## src/hdl/icache_params.svh

```systemverilog
`ifndef ICACHE_PARAMS_SVH
`define ICACHE_PARAMS_SVH

// set index width, 16 sets
`define ICACHE_INDEX_W 4

// word offset width, four words per line
`define ICACHE_OFFSET_W 2

// number of sets
`define ICACHE_SETS (1 << `ICACHE_INDEX_W)

// address field positions (byte offset is two bits)
`define ICACHE_OFFSET_LSB 2
`define ICACHE_INDEX_LSB (`ICACHE_OFFSET_LSB + `ICACHE_OFFSET_W)
`define ICACHE_TAG_LSB (`ICACHE_INDEX_LSB + `ICACHE_INDEX_W)

`endif

```

## src/hdl/icache_pkg.sv

```systemverilog
`include "icache_params.svh"

package icache_pkg;

    // instruction word or byte address
    typedef logic [31:0] word_t;

    // address fields
    typedef logic [31:`ICACHE_TAG_LSB] tag_t;
    typedef logic [`ICACHE_INDEX_W-1:0] index_t;
    typedef logic [`ICACHE_OFFSET_W-1:0] offset_t;

    // one line and one dual-issue word pair
    typedef logic [(32 << `ICACHE_OFFSET_W)-1:0] line_t;
    typedef logic [63:0] pair_t;

    // controller states
    typedef enum logic [1:0] {
        S_SWEEP,
        S_LOOKUP,
        S_MISS,
        S_REFILL
    } icache_state_t;

endpackage

```

## src/hdl/icache_fill_if.sv

```systemverilog
`timescale 1ns/1ps

interface icache_fill_if import icache_pkg::*; ();

    index_t fill_index;
    tag_t   fill_tag;
    line_t  fill_line;
    logic   fill_way;
    logic   tag_we;
    logic   data_we;
    // invalidate both ways at fill_index
    logic   clear;

    modport ctrl (output fill_index, fill_tag, fill_line, fill_way, tag_we, data_we, clear);
    modport tag  (input fill_index, fill_tag, fill_way, tag_we, clear);
    modport data (input fill_index, fill_line, fill_way, data_we);

endinterface

```

## src/hdl/icache_req_buf.sv

```systemverilog
`timescale 1ns/1ps
`include "icache_params.svh"

module icache_req_buf import icache_pkg::*; (
    input  logic    clk,
    input  logic    rst,
    input  logic    load,
    input  word_t   addr_in,
    output tag_t    tag,
    output index_t  index,
    output offset_t offset,
    output word_t   line_addr
);

    word_t addr_q;

    always_ff @(posedge clk) begin
        if (rst) begin
            addr_q <= '0;
        end else if (load) begin
            addr_q <= addr_in;
        end
    end

    // split into fields
    assign tag    = addr_q[31:`ICACHE_TAG_LSB];
    assign index  = addr_q[`ICACHE_TAG_LSB-1:`ICACHE_INDEX_LSB];
    assign offset = addr_q[`ICACHE_INDEX_LSB-1:`ICACHE_OFFSET_LSB];

    // line aligned address for the memory bus
    assign line_addr = {addr_q[31:`ICACHE_INDEX_LSB], {`ICACHE_INDEX_LSB{1'b0}}};

endmodule

```

## src/hdl/icache_sweep_cnt.sv

```systemverilog
`timescale 1ns/1ps
`include "icache_params.svh"

module icache_sweep_cnt import icache_pkg::*; (
    input  logic   clk,
    input  logic   rst,
    input  logic   start,
    output index_t index,
    output logic   busy,
    output logic   done
);

    assign done = busy && (index == index_t'(`ICACHE_SETS - 1));

    // reset behaves like a start
    always_ff @(posedge clk) begin
        if (rst || start) begin
            index <= '0;
            busy  <= 1'b1;
        end else if (busy) begin
            index <= index + 1'b1;
            busy  <= !done;
        end
    end

endmodule

```

## src/hdl/icache_tag_store.sv

```systemverilog
`timescale 1ns/1ps
`include "icache_params.svh"

module icache_tag_store import icache_pkg::*; (
    input  logic        clk,
    input  logic        rst,
    input  index_t      rd_index,
    input  tag_t        cmp_tag,
    output logic        hit_way,
    output logic        hit,
    icache_fill_if.tag  fill
);

    tag_t tags0 [`ICACHE_SETS];
    tag_t tags1 [`ICACHE_SETS];
    logic [`ICACHE_SETS-1:0] valid0;
    logic [`ICACHE_SETS-1:0] valid1;

    tag_t rd_tag0;
    tag_t rd_tag1;
    logic rd_valid0;
    logic rd_valid1;
    logic hit0;
    logic hit1;

    // synchronous read
    always_ff @(posedge clk) begin
        rd_tag0 <= tags0[rd_index];
        rd_tag1 <= tags1[rd_index];
        if (rst) begin
            rd_valid0 <= 1'b0;
            rd_valid1 <= 1'b0;
        end else begin
            rd_valid0 <= valid0[rd_index];
            rd_valid1 <= valid1[rd_index];
        end
    end

    // clear wins over a tag write
    always_ff @(posedge clk) begin
        if (fill.clear) begin
            valid0[fill.fill_index] <= 1'b0;
            valid1[fill.fill_index] <= 1'b0;
        end else if (fill.tag_we) begin
            if (fill.fill_way) begin
                tags1[fill.fill_index]  <= fill.fill_tag;
                valid1[fill.fill_index] <= 1'b1;
            end else begin
                tags0[fill.fill_index]  <= fill.fill_tag;
                valid0[fill.fill_index] <= 1'b1;
            end
        end
    end

    assign hit0    = rd_valid0 && (rd_tag0 == cmp_tag);
    assign hit1    = rd_valid1 && (rd_tag1 == cmp_tag);
    assign hit     = hit0 || hit1;
    assign hit_way = hit1;

endmodule

```

## src/hdl/icache_data_store.sv

```systemverilog
`timescale 1ns/1ps
`include "icache_params.svh"

module icache_data_store import icache_pkg::*; (
    input  logic        clk,
    input  index_t      rd_index,
    input  logic        way_sel,
    input  logic        use_refill,
    input  line_t       refill_line,
    input  offset_t     offset,
    output pair_t       rdata,
    output logic        pair_ok,
    icache_fill_if.data fill
);

    line_t lines [2][`ICACHE_SETS];
    line_t rd_line0;
    line_t rd_line1;
    line_t sel_line;
    word_t lo_word;
    word_t hi_word;

    always_ff @(posedge clk) begin
        if (fill.data_we) begin
            lines[fill.fill_way][fill.fill_index] <= fill.fill_line;
        end
        rd_line0 <= lines[0][rd_index];
        rd_line1 <= lines[1][rd_index];
    end

    assign sel_line = use_refill ? refill_line : (way_sel ? rd_line1 : rd_line0);

    // pair only inside an aligned doubleword
    assign lo_word = sel_line[{offset, 5'd0} +: 32];
    assign hi_word = sel_line[{offset[1], 1'b1, 5'd0} +: 32];
    assign pair_ok = !offset[0];
    assign rdata   = {pair_ok ? hi_word : 32'd0, lo_word};

endmodule

```

## src/hdl/icache_lru.sv

```systemverilog
`timescale 1ns/1ps
`include "icache_params.svh"

module icache_lru import icache_pkg::*; (
    input  logic        clk,
    input  logic        touch,
    input  index_t      touch_index,
    input  logic        touch_way,
    input  index_t      victim_index,
    output logic        victim,
    icache_fill_if.tag  fill
);

    // bit names the least recently used way
    logic [`ICACHE_SETS-1:0] lru_bits;

    always_ff @(posedge clk) begin
        if (fill.clear) begin
            lru_bits[fill.fill_index] <= 1'b0;
        end else if (touch) begin
            lru_bits[touch_index] <= !touch_way;
        end
    end

    assign victim = lru_bits[victim_index];

endmodule

```

## src/hdl/icache_ctrl_fsm.sv

```systemverilog
`timescale 1ns/1ps

module icache_ctrl_fsm import icache_pkg::*; (
    input  logic          clk,
    input  logic          rst,
    input  logic          flush,
    input  logic          fetch_valid,
    output logic          fetch_ready,
    output logic          rdata_valid,
    input  logic          hit,
    input  logic          hit_way,
    input  logic          victim,
    output logic          buf_load,
    output logic          use_refill,
    output logic          way_sel,
    output logic          touch,
    output logic          touch_way,
    output logic          mem_req,
    input  logic          mem_addr_ok,
    input  logic          mem_data_ok,
    input  line_t         mem_line,
    input  tag_t          line_tag,
    input  index_t        line_index,
    output logic          sweep_start,
    input  logic          sweep_busy,
    input  logic          sweep_done,
    input  index_t        sweep_index,
    icache_fill_if.ctrl   fill
);

    icache_state_t state;
    icache_state_t state_next;
    // a request was accepted in the previous cycle
    logic pend;
    logic lookup_hit;
    logic lookup_miss;
    logic refill_done;

    assign lookup_hit  = (state == S_LOOKUP) && pend && hit;
    assign lookup_miss = (state == S_LOOKUP) && pend && !hit;
    assign refill_done = (state == S_REFILL) && mem_data_ok;

    //////////////////////////////////////////////////
    // fetch side
    //////////////////////////////////////////////////

    // flush only counts when idle in lookup
    always_comb begin
        fetch_ready = 1'b0;
        if (state == S_LOOKUP) begin
            fetch_ready = pend ? hit : !flush;
        end
    end

    assign buf_load    = fetch_valid && fetch_ready;
    assign sweep_start = (state == S_LOOKUP) && !pend && flush;
    assign rdata_valid = lookup_hit || refill_done;

    // refill line bypasses the arrays
    assign use_refill = (state == S_REFILL);
    assign way_sel    = hit_way;
    assign touch      = lookup_hit || refill_done;
    assign touch_way  = use_refill ? victim : hit_way;

    // request goes out in the miss cycle itself
    assign mem_req = (state == S_MISS) || lookup_miss;

    //////////////////////////////////////////////////
    // array write port
    //////////////////////////////////////////////////

    assign fill.clear      = (state == S_SWEEP) && sweep_busy;
    assign fill.fill_index = fill.clear ? sweep_index : line_index;
    assign fill.fill_tag   = line_tag;
    assign fill.fill_line  = mem_line;
    assign fill.fill_way   = victim;
    assign fill.tag_we     = refill_done;
    assign fill.data_we    = refill_done;

    //////////////////////////////////////////////////
    // state machine
    //////////////////////////////////////////////////

    always_comb begin
        state_next = state;
        case (state)
            S_SWEEP: begin
                if (sweep_done) begin
                    state_next = S_LOOKUP;
                end
            end
            S_LOOKUP: begin
                if (lookup_miss) begin
                    state_next = mem_addr_ok ? S_REFILL : S_MISS;
                end else if (sweep_start) begin
                    state_next = S_SWEEP;
                end
            end
            S_MISS: begin
                if (mem_addr_ok) begin
                    state_next = S_REFILL;
                end
            end
            S_REFILL: begin
                if (mem_data_ok) begin
                    state_next = S_LOOKUP;
                end
            end
            default: state_next = S_SWEEP;
        endcase
    end

    always_ff @(posedge clk) begin
        if (rst) begin
            state <= S_SWEEP;
            pend  <= 1'b0;
        end else begin
            state <= state_next;
            pend  <= buf_load;
        end
    end

endmodule

```

## src/hdl/icache_top.sv

```systemverilog
`timescale 1ns/1ps
`include "icache_params.svh"

module icache_top import icache_pkg::*; (
    input  logic  clk,
    input  logic  rst,
    input  logic  fetch_valid,
    input  word_t fetch_addr,
    input  logic  flush,
    output logic  fetch_ready,
    output logic  rdata_valid,
    output pair_t rdata,
    output logic  pair_ok,
    output logic  mem_req,
    output word_t mem_addr,
    input  logic  mem_addr_ok,
    input  logic  mem_data_ok,
    input  line_t mem_line
);

    index_t  rd_index;
    tag_t    buf_tag;
    index_t  buf_index;
    offset_t buf_offset;
    index_t  sweep_index;
    logic    sweep_start;
    logic    sweep_busy;
    logic    sweep_done;
    logic    hit;
    logic    hit_way;
    logic    victim;
    logic    buf_load;
    logic    use_refill;
    logic    way_sel;
    logic    touch;
    logic    touch_way;

    icache_fill_if u_fill ();

    // arrays are read with the incoming index
    assign rd_index = fetch_addr[`ICACHE_TAG_LSB-1:`ICACHE_INDEX_LSB];

    icache_req_buf u_req_buf (
        .clk       (clk),
        .rst       (rst),
        .load      (buf_load),
        .addr_in   (fetch_addr),
        .tag       (buf_tag),
        .index     (buf_index),
        .offset    (buf_offset),
        .line_addr (mem_addr)
    );

    icache_sweep_cnt u_sweep_cnt (
        .clk   (clk),
        .rst   (rst),
        .start (sweep_start),
        .index (sweep_index),
        .busy  (sweep_busy),
        .done  (sweep_done)
    );

    icache_tag_store u_tag_store (
        .clk      (clk),
        .rst      (rst),
        .rd_index (rd_index),
        .cmp_tag  (buf_tag),
        .hit_way  (hit_way),
        .hit      (hit),
        .fill     (u_fill.tag)
    );

    icache_data_store u_data_store (
        .clk         (clk),
        .rd_index    (rd_index),
        .way_sel     (way_sel),
        .use_refill  (use_refill),
        .refill_line (mem_line),
        .offset      (buf_offset),
        .rdata       (rdata),
        .pair_ok     (pair_ok),
        .fill        (u_fill.data)
    );

    icache_lru u_lru (
        .clk          (clk),
        .touch        (touch),
        .touch_index  (buf_index),
        .touch_way    (touch_way),
        .victim_index (buf_index),
        .victim       (victim),
        .fill         (u_fill.tag)
    );

    icache_ctrl_fsm u_ctrl_fsm (
        .clk         (clk),
        .rst         (rst),
        .flush       (flush),
        .fetch_valid (fetch_valid),
        .fetch_ready (fetch_ready),
        .rdata_valid (rdata_valid),
        .hit         (hit),
        .hit_way     (hit_way),
        .victim      (victim),
        .buf_load    (buf_load),
        .use_refill  (use_refill),
        .way_sel     (way_sel),
        .touch       (touch),
        .touch_way   (touch_way),
        .mem_req     (mem_req),
        .mem_addr_ok (mem_addr_ok),
        .mem_data_ok (mem_data_ok),
        .mem_line    (mem_line),
        .line_tag    (buf_tag),
        .line_index  (buf_index),
        .sweep_start (sweep_start),
        .sweep_busy  (sweep_busy),
        .sweep_done  (sweep_done),
        .sweep_index (sweep_index),
        .fill        (u_fill.ctrl)
    );

endmodule

```

## config.mk

```make
export PLATFORM = sky130hd
export DESIGN_NAME = icache_top
export DESIGN_NICKNAME = d
export VERILOG_FILES = /design/src/hdl/icache_pkg.sv /design/src/hdl/icache_fill_if.sv /design/src/hdl/icache_req_buf.sv /design/src/hdl/icache_sweep_cnt.sv /design/src/hdl/icache_tag_store.sv /design/src/hdl/icache_data_store.sv /design/src/hdl/icache_lru.sv /design/src/hdl/icache_ctrl_fsm.sv /design/src/hdl/icache_top.sv
export VERILOG_INCLUDE_DIRS = /design/src /design/src/hdl
export SDC_FILE = /design/constraint.sdc
export NUM_CORES = 2
export LEC_CHECK = 0
export BUFFER_PORTS_ARGS = -buffer_cell sky130_fd_sc_hd__buf_2
export CAP_MARGIN = 25
export CORE_MARGIN = 2
export CORE_UTILIZATION = 30
export DETAILED_ROUTE_END_ITERATION = 6
export PLACE_DENSITY = 0.47
export SLEW_MARGIN = 20
export SYNTH_ARGS = -nofsm -noshare
export SYNTH_HDL_FRONTEND = slang
export SYNTH_MEMORY_MAX_BITS = 65536
export SYNTH_SLANG_ARGS = --single-unit
```

## constraint.sdc

```tcl
create_clock -name clk -period 10.6 [get_ports clk]
set_input_delay 0 -clock clk [delete_from_list [all_inputs] [get_ports clk]]
set_output_delay 0 -clock clk [all_outputs]
set_load 0.01 [all_outputs]
```

Word-level counts from Yosys, hierarchy flattened. Memories as Yosys holds them, arrays and structs flattened. A register that Yosys moved wholly into a read port is not among the register bits. Cells that the tools add are included.

Muxes and demuxes: 52. Equality and inequality tests: 11. Magnitude comparators: 8. Bitwise operators: 8. Reduce and logical (&&, ||, !) cells: 31. Shifts and indexed selects: 2. $add $sub $neg: 1.

Operators by type and width (number): two-way mux 2048 bit (1); binary-select mux 128 bit (select 4 bit) (2); two-way mux 128 bit (7); demux 128 bit (select 4 bit) (1); variable part select 128 x 8 -> 32 bit (2); two-way mux 16 bit (8); bitwise AND 16 bit (3); == test 24 bit (2); two-way mux 32 bit (1); OR 16 bit (2); two-way mux 1 bit (19); bitwise mux 16 bit (1); inverter 16 bit (1); < comparator 4 x 5 -> 1 bit (second input constant) (3); logical AND 1 bit (14); binary-select mux 1 bit (select 4 bit) (3); greater-or-equal comparator 5 bit (second input constant) (2); two-way mux 2 bit (5); inverter 4 -> 5 bit (2); demux 1 bit (select 4 bit) (2); greater-or-equal comparator 4 x 1 -> 1 bit (second input constant) (2); one-hot mux 2 bit (4 select lines) (1); zero test 1 bit (6); inequality test 2 bit (second input constant) (3); other kinds (13) (20).

Register bits: 346. Memory bits (writable): 4864. Memories: 3.

Memories: u_data_store.lines (depth 2, bits a word 2048, rd ports 2, clocked after memory_dff 0, wr ports 1, RTL line icache_data_store.sv:16) `` line_t lines [2][`ICACHE_SETS]; ``; u_tag_store.tags0 (depth 16, bits a word 24, rd ports 1, clocked after memory_dff 1, wr ports 1, RTL line icache_tag_store.sv:14) `` tag_t tags0 [`ICACHE_SETS]; ``; u_tag_store.tags1 (depth 16, bits a word 24, rd ports 1, clocked after memory_dff 1, wr ports 1, RTL line icache_tag_store.sv:15) `` tag_t tags1 [`ICACHE_SETS]; ``.

Logic depth before layout (Yosys ltp).
Depth in word-level cells: 11. Gate-level depth with buffers: 10. Depth with buffers taken out: 8.

By module. From an unflattened synthesis, not the netlist that was laid out.

Cell total of the unflattened synthesis: 9041. Area, all modules: 198308.9 um^2.

By module, submodules not included: icache_data_store (times used 1, sequential area each 128122.9 um^2, area an instance 161957.8 um^2, cells each 7272); icache_tag_store (times used 1, sequential area each 25024.0 um^2, area an instance 32179.6 um^2, cells each 1324); icache_ctrl_fsm (times used 1, sequential area each 60.1 um^2, area an instance 1511.4 um^2, cells each 195); icache_req_buf (times used 1, sequential area each 600.6 um^2, area an instance 1340.0 um^2, cells each 130); icache_lru (times used 1, sequential area each 480.5 um^2, area an instance 1069.8 um^2, cells each 98); icache_sweep_cnt (times used 1, sequential area each 100.1 um^2, area an instance 250.2 um^2, cells each 22).

Least setup slack after synthesis. OpenSTA, ideal clock, no wires.

Path kind: reg-to-reg. Start: register u_req_buf.addr_q[4]. End: memory u_data_store.lines[0][0] in the netlist's numbering (enable). Setup slack: 2.527 ns. Data arrival time: 7.455 ns. Stages on the path, launching flop included: 8. Buffers on the path: 3. Required time: 9.983 ns. Library setup time: 0.617 ns. Cell sequence: dfxtp_1 buf_6 mux4_1 mux4_2 or2_1 buf_6 clkbuf_1 nor2_1.

Cells in the longest elaborated chain, start to end: 7. Elaborated cells between the ends (all ways): 10.

RTL lines: from (decl) (RTL line icache_req_buf.sv:15) `word_t addr_q;`; from (signal assigned) (RTL line icache_req_buf.sv:21) `addr_q <= addr_in;`; two-way mux 4 bit (RTL line icache_ctrl_fsm.sv:73) `assign fill.fill_index = fill.clear ? sweep_index : line_index;`; inverter 4 -> 5 bit (implied by the code) (RTL line icache_data_store.sv:25) `lines[fill.fill_way][fill.fill_index] <= fill.fill_line;`; greater-or-equal comparator 5 bit (implied by the code) / < comparator 5 x 1 -> 1 bit (equally long branches) (RTL line icache_data_store.sv:25); logical AND 1 bit (implied by the code) (RTL line icache_data_store.sv:25); two-way mux 128 bit (implied by the code) (RTL line icache_data_store.sv:25); demux 128 bit (select 4 bit) (RTL line icache_data_store.sv:25); two-way mux 2048 bit (implied by the code) (RTL line icache_data_store.sv:25); to (decl) (RTL line icache_data_store.sv:16).

Parallel ways exist; a longest one is shown, timed or not. The select of a mux whose other input is x is not followed.

Worst setup path in the final report.
Start: register u_req_buf.addr_q[27]. End: output port rdata[10].

Cells in the longest elaborated chain, start to end: 5.

RTL lines: == test 24 bit (RTL line icache_tag_store.sv:56) `assign hit1 = rd_valid1 && (rd_tag1 == cmp_tag);`; logical AND 1 bit (RTL line icache_tag_store.sv:56); two-way mux 128 bit (2 in a row) (RTL line icache_data_store.sv:31) `assign sel_line = use_refill ? refill_line : (way_sel ? rd_line1 : rd_line0);`; variable part select 128 x 8 -> 32 bit (RTL line icache_data_store.sv:34) `assign lo_word = sel_line[{offset, 5'd0} +: 32];`; to (decl) (RTL line icache_top.sv:12) `output pair_t rdata,`.

No other way between the ends.

==> run_results.csv <==
group,metric,value,unit
critical_path,crit_fanout,64,
sta,min_period_over_period,64.6,%
critical_path,cp_top_family,"buffers and inverters",
drt,wire_per_inst,31.8,um
clocking,path_clk_slew,0.06,ns
clocking,cts_root_buf,"clkbuf_16",
finish,fin_util,35.5,%
clocking,cts_tree,"yes",
critical_path,cp.required,10.60,ns
sta,final_max_slew_viol_count,0,
critical_path,critPathSlowestCell,"a22oi_1",
critical_path,end_kind,"output port",
die,core-area,0.654,mm^2
clocking,cts_buffers,574,
synthesis,ys_seq_elements,5256,
global_route,grt_pass1_vias,97442,
synthesis,ys_seq_area_share,78.4,%
global_route,grt_max_degree,135,
clocking,insertion_delay,1.09,ns
synthesis,synthTopCellsByArea,"edfxtp_1 (75%), mux4_2 (17%), dfxtp_1 (3.5%)",
sta,worst_slack,3.75,ns
placement,place_area,0.210,mm^2
synthesis,netlist-cell-type-count,51,
die,chipWidth,814,um
placement,place_congestion,0.747,
clocking,cts_setup_buffers,0,
drt,vias,94811,
synthesis,syn_inst,8303,
drt,via_per_inst,5.15,
placement,port_buffers,259,
die,die-height,814,um
power_and_ir_drop,power_density,192,mW/mm^2
critical_path,cp_common_cell,"buf_4",
sta,setup_tns,0,ns
critical_path,crit_path_start_kind,"flop",
synthesis,synth.most_common_cell,"edfxtp_1",
clocking,post_cts_resized,0,
synthesis,async_flop_share,0,%
critical_path,path_class,"reg2out",
critical_path,critical_path_buf_inv_count,4,
die,io_pins,266,
synthesis,syn_area_per_cell,23.7,um^2
finish,syn_to_final_growth,18.0,%
clocking,cts_sinks,5256,
worst_hold_path,hold_class,"in2reg",
die,initial_core_util,30.1,%
critical_path,worstPathArrival,6.85,ns
sta,whs,0.0616,ns
synthesis,synth_area_leader_cell,"edfxtp_1",
drt,drt_iter0_drc,10546,
placement,pre_cts_slack,4.82,ns
synthesis,yosysTopAreaCellShare,74.9,%
power_and_ir_drop,leakagePower,72.0,nW
clocking,cts_buffer_depth,4,
global_route,grt_pass1_wl,802,mm
sta,worstMarginPinSlew,1.12,ns
sta,period_needed,6.85,ns
drt,antenna_left,0,
drt,drt_pass1_iterations,6,
global_route,overflow,0,
critical_path,worstPathCellList,"buf_4 > xnor2_1 > nand4_1 > nor4_4 > buf_12 > buf_4 > nand3_1 > and3_1 > o32a_1 > a22oi_1 > buf_2",
synthesis,synth_edf_count,4912,
clocking,htree_levels,6,
sta,finalSetupViolCount,0,
run,maxCapViolCount,0,
synthesis,synth_area,0.197,mm^2
finish,stdcell_area,0.232,mm^2
synthesis,synth_commonest_cells,"edfxtp_1 (4,912), mux4_2 (1,526), clkbuf_1 (350)",
finish,drive_gt1_share,30.9,%
synthesis,ys.flop_type,"edfxtp_1",
drt,drt-total-wl,587,mm
finish,fin_nets,9427,
sta,rsz0062_at_grt,"false",
critical_path,max_stage_delay,0.95,ns
die,placementRows,297,
synthesis,ys_warn_count,0,
power_and_ir_drop,peakVddDrop,0.160,mV
sta,slew_headroom,25.4,%
sta,skew,0.0863,ns
global_route,antenna_found_initial,115,
global_route,track_usage,17.2,%
sta,hold_violations,0,
placement,dpl.hpwl,298,mm
die,fp.dieArea,0.663,mm^2
drt,drc,0,
sta,fmax,0.146,GHz
outcome,status,"completed",
-- where the power goes --
| part | leakage [nW] | switching [mW] | internal [mW] | total, mW |
|---|---|---|---|---|
| Clock | 9.05 | 8.32 | 11.4 | 19.7 |
| Sequential | 47.3 | 0.0925 | 22.8 | 22.9 |
| Combinational | 15.7 | 1.15 | 0.848 | 2.00 |
-- metal layers --
layer	wire (um)	up-vias	GRT usage (%)
met5	150	-	0
li1	-	37490	-
met4	12400	22	3.62
met1	250000	53019	24.0
met2	288000	3496	28.8
met3	35800	784	2.61
-- sequential cells by signal, summed over array words and instances (netlist names), named ones only --
signal / flops
u_ctrl_fsm.pend: 1
u_tag_store.tags1: 384
u_sweep_cnt.index: 4
u_ctrl_fsm.state: 2
u_data_store.lines: 4096
u_data_store.rd_line1: 128
u_tag_store.rd_tag1: 24
u_tag_store.rd_tag0: 24
u_sweep_cnt.busy: 1
u_tag_store.rd_valid0: 1
u_data_store.rd_line0: 128
u_lru.lru_bits: 16
u_req_buf.addr_q: 30
u_tag_store.rd_valid1: 1
u_tag_store.tags0: 384
-- cell usage in the layout, fill, tap and decap left out, types with 23 or more instances in the layout --
cell type,instances
nand2_1,30
a22oi_1,33
diode_2,23
nor2_4,74
and3_1,64
inv_1,39
nand2b_1,38
clkbuf_16,585
o32a_1,32
clkinv_2,71
buf_4,220
dfxtp_1,342
mux4_2,1526
nand3_1,133
dlygate4sd3_1,290
nor2_1,130
xnor2_1,40
buf_12,44
o21ai_0,149
bufinv_16,30
clkbuf_1,167
o211ai_1,33
mux2i_1,39
a21oi_1,72
buf_2,264
edfxtp_1,4912
mux2_2,32
clkbuf_8,55
clkinv_1,86
-- through the flow --
step | power [mW] | std cells
after floorplan | 24.4 | 8306
after global placement | 25.2 | 17019
after detailed placement | 25.2 | 17029
after CTS | 45.1 | 18381
after global routing | 46.0 | 18408
final | 44.6 | 18426
-- final timing paths --
path / startpoint / to / slack (ns) / cells after the start
worst min-delay path: mem_line[76] / u_data_store.lines[0][588]$_DFFE_PP_ / 0.06 / 2
worst max register to register: u_req_buf.addr_q[19]$_SDFFE_PP0P_ / u_req_buf.addr_q[29]$_SDFFE_PP0P_ / 5.11 / 12
worst min register to register: u_ctrl_fsm.state[1]$_SDFFE_PP0P_ / u_ctrl_fsm.state[1]$_SDFFE_PP0P_ / 0.58 / 2
worst max-delay path: u_req_buf.addr_q[27]$_SDFFE_PP0P_ / rdata[10] / 3.75 / 11
-- kinds of logic (layout without fill, tap and decap cells) --
family / Yosys count / after routing / synth area share (%)
flops: 5256 / 5256 / 78.4
buf+inv: 511 / 1937 / 1.02
compound gates: 360 / 360 / 1.15
xor+xnor: 52 / 52 / 0.231
other cells: 1 / 27 / 0.00190
mux: 1598 / 1598 / 17.8
fa+ha+maj: 5 / 5 / 0.0318
simple gates: 520 / 520 / 1.31
-- final cells by class --
| class | instances | area (um^2) |
|---|---|---|
| antenna | 23 | 57.6 |
| clock inverter | 245 | 2570 |
| inverter | 40 | 158 |
| timing repair buffer | 845 | 7180 |
| fill | 59917 | 422000 |
| tap | 8671 | 10800 |
| multi-input combinational | 2539 | 41100 |
| clock buffer | 807 | 16000 |
| sequential | 5256 | 154000 |
-- repair_timing --
item,in CTS,in global routing
hold buffers,300,0
setup endpoints to repair,0,0
endpoints found under the hold margin,4244,0
No activity file was read; power rests on OpenSTA's default activity.
